**config.mk**
```make
export PLATFORM = sky130hd
export DESIGN_NAME = nabp_top
export DESIGN_NICKNAME = d
export VERILOG_FILES = /design/src/nabp_pkg.sv /design/src/nabp_filter_mapper.sv /design/src/nabp_line_accumulator.sv /design/src/nabp_shifter.sv /design/src/nabp_state_control.sv /design/src/nabp_top.sv
export SDC_FILE = /design/constraint.sdc
export NUM_CORES = 1
export LEC_CHECK = 0
export BUFFER_PORTS_ARGS = -buffer_cell sky130_fd_sc_hd__buf_2
export CORE_MARGIN = 2
export CORE_UTILIZATION = 62
export DETAILED_ROUTE_END_ITERATION = 10
export PLACE_DENSITY_LB_ADDON = 0.05
export SYNTH_ARGS = -nofsm -noshare
export SYNTH_HDL_FRONTEND = slang
export SYNTH_SLANG_ARGS = --single-unit
```
**constraint.sdc**
```tcl
create_clock -name clk -period 11.2 [get_ports clk]
set_clock_uncertainty 0.2 [all_clocks]
set_input_delay 0.56 -clock clk [delete_from_list [all_inputs] [get_ports clk]]
set_output_delay 0.56 -clock clk [all_outputs]
set_load 0.02 [all_outputs]
```
**src/nabp_pkg.sv**
```systemverilog
package nabp_pkg;

    // filtered projection sample
    typedef logic [11:0] sample_t;

    // one pixel of the summed line
    typedef logic [19:0] sum_t;

    // unsigned fixed point, integer part on top
    typedef logic [15:0] accu_t;

    localparam int ACCU_FRAC_BITS = 12;
    localparam int ACCU_INT_BITS  = $bits(accu_t) - ACCU_FRAC_BITS;

    typedef enum logic [1:0] {
        ready_s,
        fill_s,
        fill_done_s,
        shift_s
    } shifter_state_t;

    // job sequencer, prefixed since the shifter owns fill_s and shift_s
    typedef enum logic [1:0] {
        seq_idle_s,
        seq_fill_s,
        seq_shift_s,
        seq_readout_s
    } seq_state_t;

endpackage

```
**src/nabp_filter_mapper.sv**
```systemverilog
`timescale 1ns/1ps

module nabp_filter_mapper
#(
    parameter int FILL_DEPTH = 8
)
(
    input  logic              clk,
    input  logic              reset_n,
    input  logic              shift_en,
    input  nabp_pkg::sample_t sample_in,
    output logic              sample_req,
    output nabp_pkg::sample_t head
);
    import nabp_pkg::*;

    // taps[0] newest, last tap oldest
    sample_t taps [FILL_DEPTH];

    always_ff @(posedge clk)
    begin
        if (!reset_n)
        begin
            for (int i = 0; i < FILL_DEPTH; i++)
                taps[i] <= '0;
        end
        else if (shift_en)
        begin
            taps[0] <= sample_in;
            for (int i = 1; i < FILL_DEPTH; i++)
                taps[i] <= taps[i-1];
        end
    end

    // every shift consumes one sample from the stream
    assign sample_req = shift_en;

    // fill always completes before the first pixel reads this
    assign head = taps[FILL_DEPTH-1];

endmodule

```
**src/nabp_line_accumulator.sv**
```systemverilog
`timescale 1ns/1ps

module nabp_line_accumulator
#(
    parameter int IMAGE_SIZE = 16
)
(
    input  logic              clk,
    input  logic              reset_n,
    input  logic              pixel_step,
    input  logic              first_angle,
    input  logic              last_angle,
    input  nabp_pkg::sample_t head,
    output logic              pixel_valid,
    output logic              readout_done,
    output nabp_pkg::sum_t    pixel_data
);
    import nabp_pkg::*;

    localparam int IDX_W = (IMAGE_SIZE > 2) ? $clog2(IMAGE_SIZE) : 1;
    localparam logic [IDX_W-1:0] LAST_IDX = IDX_W'(IMAGE_SIZE - 1);

    sum_t             line_mem [IMAGE_SIZE];
    logic [IDX_W-1:0] wr_idx;
    logic [IDX_W-1:0] rd_idx;
    logic             rd_active;
    logic             wr_last;

    assign wr_last = (wr_idx == LAST_IDX);

    // pixel sums, first angle overwrites what the last job left
    always_ff @(posedge clk)
    begin
        if (pixel_step)
        begin
            if (first_angle)
                line_mem[wr_idx] <= sum_t'(head);
            else
                line_mem[wr_idx] <= line_mem[wr_idx] + sum_t'(head);
        end
        if (rd_active)
            pixel_data <= line_mem[rd_idx];
    end

    always_ff @(posedge clk)
    begin
        if (!reset_n)
        begin
            wr_idx       <= '0;
            rd_idx       <= '0;
            rd_active    <= 1'b0;
            pixel_valid  <= 1'b0;
            readout_done <= 1'b0;
        end
        else
        begin
            pixel_valid  <= 1'b0;
            readout_done <= 1'b0;

            if (pixel_step)
            begin
                wr_idx <= wr_last ? '0 : wr_idx + 1'b1;
                // last pixel of last angle starts the readout
                if (wr_last && last_angle)
                begin
                    rd_active <= 1'b1;
                    rd_idx    <= '0;
                end
            end

            if (rd_active)
            begin
                pixel_valid  <= 1'b1;
                readout_done <= (rd_idx == LAST_IDX);
                if (rd_idx == LAST_IDX)
                    rd_active <= 1'b0;
                else
                    rd_idx <= rd_idx + 1'b1;
            end
        end
    end

    // no angle may still be stepping once the line streams out
    assert property (@(posedge clk) disable iff (!reset_n)
        rd_active |-> !pixel_step);

endmodule

```
**src/nabp_shifter.sv**
```systemverilog
`timescale 1ns/1ps

module nabp_shifter
#(
    parameter int IMAGE_SIZE = 16,
    parameter int FILL_DEPTH = 8
)
(
    input  logic            clk,
    input  logic            reset_n,
    input  logic            fill_kick,
    input  logic            shift_kick,
    input  nabp_pkg::accu_t accu_base,
    output logic            fill_done,
    output logic            shift_done,
    output logic            shift_en,
    output logic            pixel_step
);
    import nabp_pkg::*;

    localparam int FILL_W  = $clog2(FILL_DEPTH + 1);
    localparam int SHIFT_W = (IMAGE_SIZE > 2) ? $clog2(IMAGE_SIZE) : 1;
    localparam logic [FILL_W-1:0]  FILL_INIT  = FILL_W'(FILL_DEPTH);
    localparam logic [SHIFT_W-1:0] SHIFT_INIT = SHIFT_W'(IMAGE_SIZE - 1);

    shifter_state_t     state;
    shifter_state_t     next_state;
    logic [FILL_W-1:0]  fill_cnt;
    logic [SHIFT_W-1:0] shift_cnt;
    accu_t              accu;
    accu_t              accu_prev;
    logic               step_shift;

    // a shift is due when the integer part moves on
    assign step_shift = accu[ACCU_FRAC_BITS +: ACCU_INT_BITS] !=
                        accu_prev[ACCU_FRAC_BITS +: ACCU_INT_BITS];

    always_ff @(posedge clk)
    begin
        if (!reset_n)
        begin
            fill_cnt   <= FILL_INIT;
            shift_cnt  <= SHIFT_INIT;
            shift_en   <= 1'b0;
            pixel_step <= 1'b0;
        end
        else
        begin
            shift_en   <= 1'b0;
            pixel_step <= 1'b0;

            if (state == fill_s && fill_cnt != '0)
            begin
                fill_cnt <= fill_cnt - 1'b1;
                shift_en <= 1'b1;
            end
            else
                fill_cnt <= FILL_INIT;

            if (state == shift_s && shift_cnt != '0)
            begin
                shift_cnt  <= shift_cnt - 1'b1;
                pixel_step <= 1'b1;
                shift_en   <= step_shift;
            end
            else
                shift_cnt <= SHIFT_INIT;

            // step 0 goes out on the kick, it never shifts
            if (state == fill_done_s && shift_kick)
                pixel_step <= 1'b1;
        end
    end

    // wraps freely, only integer boundary crossings matter
    always_ff @(posedge clk)
    begin
        if (state == shift_s)
        begin
            accu_prev <= accu;
            accu      <= accu + accu_base;
        end
        else
        begin
            accu_prev <= '0;
            accu      <= accu_base;
        end
    end

    always_ff @(posedge clk)
    begin
        if (!reset_n)
            state <= ready_s;
        else
            state <= next_state;
    end

    // mealy outputs
    assign fill_done  = (state == fill_s) && (fill_cnt == '0);
    assign shift_done = (state == shift_s) && (shift_cnt == '0);

    always_comb
    begin
        next_state = state;
        case (state)
            ready_s:
                if (fill_kick)
                    next_state = fill_s;
            fill_s:
                if (fill_done)
                    next_state = fill_done_s;
            fill_done_s:
                if (shift_kick)
                    next_state = shift_s;
            shift_s:
                if (shift_done)
                    next_state = ready_s;
            default:
                next_state = ready_s;
        endcase
    end

    // registered shifts must land inside their own phase
    assert property (@(posedge clk) disable iff (!reset_n)
        (state == ready_s || state == fill_done_s) |-> !shift_en);

endmodule

```
**src/nabp_state_control.sv**
```systemverilog
`timescale 1ns/1ps

module nabp_state_control
#(
    parameter int NUM_ANGLES = 4
)
(
    input  logic clk,
    input  logic reset_n,
    input  logic start,
    input  logic fill_done,
    input  logic shift_done,
    input  logic readout_done,
    output logic fill_kick,
    output logic shift_kick,
    output logic first_angle,
    output logic last_angle,
    output logic busy,
    output logic done
);
    import nabp_pkg::*;

    localparam int ANGLE_W = (NUM_ANGLES > 1) ? $clog2(NUM_ANGLES) : 1;
    localparam logic [ANGLE_W-1:0] LAST_ANGLE = ANGLE_W'(NUM_ANGLES - 1);

    seq_state_t state;
    logic [ANGLE_W-1:0] angle_cnt;

    always_ff @(posedge clk)
    begin
        if (!reset_n)
        begin
            state      <= seq_idle_s;
            angle_cnt  <= '0;
            fill_kick  <= 1'b0;
            shift_kick <= 1'b0;
            done       <= 1'b0;
        end
        else
        begin
            // kicks and done are single cycle pulses
            fill_kick  <= 1'b0;
            shift_kick <= 1'b0;
            done       <= 1'b0;

            case (state)
                seq_idle_s:
                    if (start)
                    begin
                        angle_cnt <= '0;
                        fill_kick <= 1'b1;
                        state     <= seq_fill_s;
                    end
                seq_fill_s:
                    if (fill_done)
                    begin
                        shift_kick <= 1'b1;
                        state      <= seq_shift_s;
                    end
                seq_shift_s:
                    if (shift_done)
                    begin
                        if (last_angle)
                            state <= seq_readout_s;
                        else
                        begin
                            // next angle reuses the same base
                            angle_cnt <= angle_cnt + 1'b1;
                            fill_kick <= 1'b1;
                            state     <= seq_fill_s;
                        end
                    end
                seq_readout_s:
                    if (readout_done)
                    begin
                        done  <= 1'b1;
                        state <= seq_idle_s;
                    end
                default:
                    state <= seq_idle_s;
            endcase
        end
    end

    assign first_angle = (angle_cnt == '0);
    assign last_angle  = (angle_cnt == LAST_ANGLE);
    assign busy        = (state != seq_idle_s);

    // the shifter accepts one kick at a time
    assert property (@(posedge clk) disable iff (!reset_n)
        !(fill_kick && shift_kick));

endmodule

```
**src/nabp_top.sv**
```systemverilog
`timescale 1ns/1ps

module nabp_top
#(
    parameter int IMAGE_SIZE = 16,
    parameter int FILL_DEPTH = 8,
    parameter int NUM_ANGLES = 4
)
(
    input  logic              clk,
    input  logic              reset_n,
    input  logic              start,
    input  nabp_pkg::accu_t   accu_base,
    input  nabp_pkg::sample_t sample_in,
    output logic              sample_req,
    output logic              busy,
    output logic              pixel_valid,
    output nabp_pkg::sum_t    pixel_data,
    output logic              done
);
    import nabp_pkg::*;

    logic    fill_kick;
    logic    shift_kick;
    logic    fill_done;
    logic    shift_done;
    logic    shift_en;
    logic    pixel_step;
    logic    first_angle;
    logic    last_angle;
    logic    readout_done;
    sample_t head;

    nabp_state_control #(
        .NUM_ANGLES (NUM_ANGLES)
    ) u_state_control (
        .clk          (clk),
        .reset_n      (reset_n),
        .start        (start),
        .fill_done    (fill_done),
        .shift_done   (shift_done),
        .readout_done (readout_done),
        .fill_kick    (fill_kick),
        .shift_kick   (shift_kick),
        .first_angle  (first_angle),
        .last_angle   (last_angle),
        .busy         (busy),
        .done         (done)
    );

    nabp_shifter #(
        .IMAGE_SIZE (IMAGE_SIZE),
        .FILL_DEPTH (FILL_DEPTH)
    ) u_shifter (
        .clk        (clk),
        .reset_n    (reset_n),
        .fill_kick  (fill_kick),
        .shift_kick (shift_kick),
        .accu_base  (accu_base),
        .fill_done  (fill_done),
        .shift_done (shift_done),
        .shift_en   (shift_en),
        .pixel_step (pixel_step)
    );

    nabp_filter_mapper #(
        .FILL_DEPTH (FILL_DEPTH)
    ) u_filter_mapper (
        .clk        (clk),
        .reset_n    (reset_n),
        .shift_en   (shift_en),
        .sample_in  (sample_in),
        .sample_req (sample_req),
        .head       (head)
    );

    nabp_line_accumulator #(
        .IMAGE_SIZE (IMAGE_SIZE)
    ) u_line_accumulator (
        .clk          (clk),
        .reset_n      (reset_n),
        .pixel_step   (pixel_step),
        .first_angle  (first_angle),
        .last_angle   (last_angle),
        .head         (head),
        .pixel_valid  (pixel_valid),
        .readout_done (readout_done),
        .pixel_data   (pixel_data)
    );

endmodule

```
# After elaboration in Yosys (flattened, before gate mapping)
# Memory sizes are Yosys's and may differ from the RTL's. A register that Yosys moved wholly into a read port is not among the register bits.
# Cells that the tools add are included.
# totals
register_bits,62
in_bits,31
word_cells,133
mem_bits_rw,416
output_inout_bits,24
memories,2
# mem_list
name,depth,word_bits,rd,rd_clocked_by_memory_dff,wr,line,source
u_line_accumulator.line_mem,16,20,2,2,1,nabp_line_accumulator.sv:23,sum_t line_mem [IMAGE_SIZE];
u_filter_mapper.taps,8,12,8,0,8,nabp_filter_mapper.sv:18,sample_t taps [FILL_DEPTH];
# op_classes
mux,56
add_sub_neg,7
n_eq_ne,19
bitwise,9
reduce_logical,23
# op_table
cell,n
$mux W12,8
$mux W4,7
$mux W1,24
$mux W2,11
$add A20 B12 Y20,1
$mux W20,1
$add A16 B16 Y16,1
$mux W16,1
$ne A2 B2 Y1 const B,8
$pmux W2 S4,2
$reduce_and A4 Y1,3
$eq A2 B2 Y1 const B,5
$reduce_and A2 Y1,5
$or A1 B1 Y1,9
$add A4 B1 Y4 const B,2
$eq A4 B4 Y1 const B,2
$logic_not A4 Y1,2
$reduce_bool A4 Y1,2
$sub A4 B1 Y4 const B,2
$logic_and A1 B1 Y1,6
$logic_not A2 Y1,3
$eq A2 B1 Y1 const B,2
$ne A4 B4 Y1,1
$pmux W2 S2,1
other kinds (4),5

# Depth between registers and ports, before layout
# depth
ltp_word,6
mapped_depth,17
depth_no_buf,12

# By module
# From an unflattened synthesis, not the netlist that was laid out.
# hier_totals
cells_unflattened,1284
area_unflattened_um2,22551.6
# modules_own_cells
module,area_each_um2,cells_each,n_inst
nabp_line_accumulator,16569.6,809,1
nabp_filter_mapper,3694.8,223,1
nabp_shifter,1919.3,212,1
nabp_state_control,367.9,40,1

# Worst setup path after synthesis
# OpenSTA, ideal clock, no wires.
# synth_path
kind,reg-to-reg
startpoint,register with a tool-made name
endpoint,memory u_line_accumulator.line_mem[0][11] in the netlist's numbering (data pin)
path_buffers,5
path_slack_ns,6.628
period_less_slack_ns,4.572
arrival_time_ns,4.042
stages_incl_launch_ff,15
t_required_ns,10.670
setup_time_ns,0.330
path_cell_list,dfxtp_1 -> buf_2 -> buf_4 -> buf_4 -> clkbuf_1 -> buf_2 -> mux4_2 -> mux4_2 -> ha_1 -> a21o_1 -> a221o_1 -> nor2b_1 -> a21oi_1 -> xnor2_1 -> o21ai_0
# synth_rtl
item,line
to (decl),nabp_line_accumulator.sv:23

==> summary.md <==
| Metric | Value |
|---|---|
| Fmax | `164 MHz` |
| Register area | `14200 µm²` |
| Max Root-Sink Buffers | `3` |
| CTS clk-pin slew, worst paths | `0.06 ns` |
| Vias | `12000` |
| Core area | `35600 µm²` |
| Initial DRC count | `1008` |
| WP data arrival | `6.18 ns` |
| Sequential share of the synthesized area | `63.3%` |
| I/O pin count | `55` |
| Final Cell Area | `24600 µm²` |
| Grt total ovfl | `0` |
| Mapped Cells | `1277` |
| CTS Sinks | `490` |
| Initial Utilization | `63.0%` |
| Die width | `194 µm` |
| VDD IR-drop max | `0.174 mV` |
| Slowest cell on the critical path | `buf_4` |
| Final Wtd Congestion | `0.797` |
| Fraction of layout cells with a size suffix above 1 | `27.0%` |
| CP endpoint kind | `register` |
| CP peak stage delay | `0.94 ns` |
| Crit path cell chain | `buf_4 > mux4_2 > mux4_2 > ha_1 > o21ai_0 > o21bai_1 > o21ai_0 > a211oi_1 > nand4_1 > xor2_1 > nor2_1` |
| WL final | `47.0 mm` |
| RSZ-0062 raised after global routing | `false` |
| Hold Path Class | `input port to register` |
| Least-Margin Pin Slew | `1.10 ns` |
| Final Hold Viols | `0` |
| Hold Buf Count CTS | `2` |
| Number of port buffers | `54` |
| Postcts setup bufs | `0` |
| Crit share post-route | `54.5%` |
| Placed cell area | `23000 µm²` |
| CTS root buf | `clkbuf_16` |
| First-pass GRT wire length | `71.7 mm` |
| Multi-input gate area | `7730 µm²` |
| Final nets | `1397` |
| Top FF cell, synth | `edfxtp_1` |
| Mapped Nets | `1350` |
| Detailed Place HPWL | `26.3 mm` |
| Yosys reg bits | `490` |
| Largest net degree at the start of global routing | `103` |
| Status | `completed` |
| Max_slew headroom | `26.5%` |
| Yosys warning total | `0` |
| Netlist cell types | `64` |
| Aggregate negative setup slack | `0 ns` |
| CP required | `11.27 ns` |
| Crit path max fanout | `52` |
| Routed vias/inst | `6.59` |
| Clk_lat worst skew | `0.59 ns` |
| Drt drc | `0` |
| Startpoint types | `register` |
| Routed len/inst | `25.7 µm` |
| Overall die area | `37700 µm²` |
| Share of flip-flops with an asynchronous set or reset | `0%` |
| Setup WS post-layout | `5.09 ns` |
| Maxcap violations | `0` |
| Die Y | `194 µm` |
| Place WS | `5.01 ns` |
| # setup viols final | `0` |
| Clock period minus worst slack | `6.11 ns` |
| Fin. max-slew vios | `0` |
| CTS tree | `done` |
| Layout fillers | `2302` |
| Syn Std Cell Area | `22400 µm²` |
| Synth Area per Inst | `17.5 µm²` |
| Site row count | `69` |
| Post-CTS Resized | `0` |
| EDFF count, synth | `436` |
| H-tree depth | `2` |
| Total Routing Usage GR | `25.6%` |
| Worst setup path category | `register to register` |
| Initial antenna violation count | `0` |
| Vias in the first global route | `12000` |
| Pwr/cell area | `165 nW/µm²` |
| Antenna diode count | `0` |
| Synth-to-Final Area Change | `10.0%` |
| Lkg Pwr | `7.99 nW` |
| TritonCTS buffer count | `50` |
| First-pass DRT Iterations | `5` |
| Post-route antenna net violation count | `0` |
## critical path: cells and delay by family (launching register included)
| kind | cells | cell delay [ns] |
|---|---|---|
| fa+ha+maj | 1 | 0.35 |
| xor+xnor | 1 | 0.23 |
| compound gates | 4 | 1.30 |
| mux | 2 | 1.10 |
| flops | 1 | 0.73 |
| simple gates | 2 | 0.89 |
| buf+inv | 1 | 0.94 |
## placed cells by master, fill, tap and decap left out, types with 15 or more instances in the layout
master,count
clkbuf_16,50
and3_1,76
a21oi_1,23
and2_1,34
ha_1,40
nand2_1,33
mux4_2,179
xor2_1,17
dfxtp_1,46
edfxtp_1,436
xnor2_1,16
nor2_1,55
inv_1,26
buf_2,54
buf_4,21
nor2b_1,15
nand3_1,15
o21ai_0,25
## final cells by class
| class | count | area share, % |
|---|---|---|
| clock buffer | 60 | 5.23 |
| clock inverter | 33 | 1.18 |
| inverter | 27 | 0.411 |
| multi-input combinational | 678 | 31.4 |
| sequential | 490 | 57.6 |
| tap | 461 | 2.34 |
| timing repair buffer | 77 | 1.82 |
## flip-flops by register name, summed over array words and instances, names as in the netlist, 2 cells and up, named ones only
| name | cells |
|---|---|
| u_filter_mapper.taps | 96 |
| u_line_accumulator.line_mem | 320 |
| u_line_accumulator.pixel_data | 20 |
| u_line_accumulator.rd_idx | 4 |
| u_line_accumulator.wr_idx | 4 |
| u_shifter.accu | 16 |
| u_shifter.accu_prev | 4 |
| u_shifter.fill_cnt | 4 |
| u_shifter.shift_cnt | 4 |
| u_shifter.state | 2 |
| u_state_control.angle_cnt | 2 |
| u_state_control.state | 2 |
## per-stage QoR
step | hold WS [ns] | utilization [%] | power [W] | instances
final | 0.0202 | 69.3 | 0.00407 | 1826
after CTS | 0.0000755 | 69.3 | 0.00409 | 1826
after floorplan | 0.182 | - | 0.00242 | 1277
after global routing | 0.0193 | 69.3 | 0.00421 | 1826
after global placement | 0.193 | 64.8 | 0.00250 | 1731
after detailed placement | 0.197 | 64.8 | 0.00251 | 1731
## report_power, final
group / internal [W] / switching (W) / leakage, nW / total, W
Combinational: 0.000131 / 0.000196 / 2.94 / 0.000327
Sequential: 0.00210 / 0.0000370 / 4.28 / 0.00214
Clock: 0.000916 / 0.000682 / 0.767 / 0.00160
## final timing paths
path	start	to	slack (ns)	cells past startpoint
setup / recovery	register	u_line_accumulator.line_mem[1][19]$_DFFE_PP_	5.09	11
hold / removal	accu_base[0]	u_shifter.accu[0]$_DFF_P_	0.02	2
setup reg to reg	register	u_line_accumulator.line_mem[1][19]$_DFFE_PP_	5.09	11
hold reg to reg	u_shifter.shift_cnt[0]$_SDFF_PN1_	u_shifter.shift_cnt[0]$_SDFF_PN1_	0.21	1
## logic make-up after synthesis
group	synth area share, %
flops	63.3
simple gates	6.84
mux	20.5
compound gates	3.42
buf+inv	2.28
fa+ha+maj	2.41
xor+xnor	1.29
## metal layers
metal  up-vias  wire [µm]  track usage, %
met3        88       3840            4.82
li1       5287          -               -
met4         0       1360            8.61
met2       545      23300            41.8
met5         -          0               0
met1      6117      18500            35.5
## cell usage after synthesis (3+ instances only)
master    instances  share of area (%)
edfxtp_1        436                 58
mux4_2          179                 18
and3_1           81                2.3
nor2_1           55               0.92
clkbuf_1         54               0.91
dfxtp_1          54                4.8
and2_1           42                1.2
ha_1             40                2.2
nand2_1          33               0.55
o21ai_0          28               0.63
inv_1            26               0.44
a21oi_1          23               0.51
xor2_1           17               0.66
xnor2_1          16               0.63
buf_2            15               0.34
nand3_1          15               0.34
nor2b_1          15               0.42
mux2_2           12               0.60
mux4_1           12                1.4
a211oi_1          9               0.30
nor3_1            8               0.18
a22oi_1           7               0.23
nand2b_1          7               0.20
a21o_1            6               0.20
nand3b_1          6               0.20
nor3b_1           6               0.20
a22o_1            5               0.20
buf_4             5               0.17
mux2i_1           5               0.22
o211ai_1          5               0.17
a221oi_2          3               0.20
a31oi_1           3              0.084
buf_1             3              0.050
buf_12            3               0.27
nand4_1           3              0.084
nor4_1            3              0.084
o21a_1            3               0.10
Note: power is estimated with default switching activity, not from simulation.
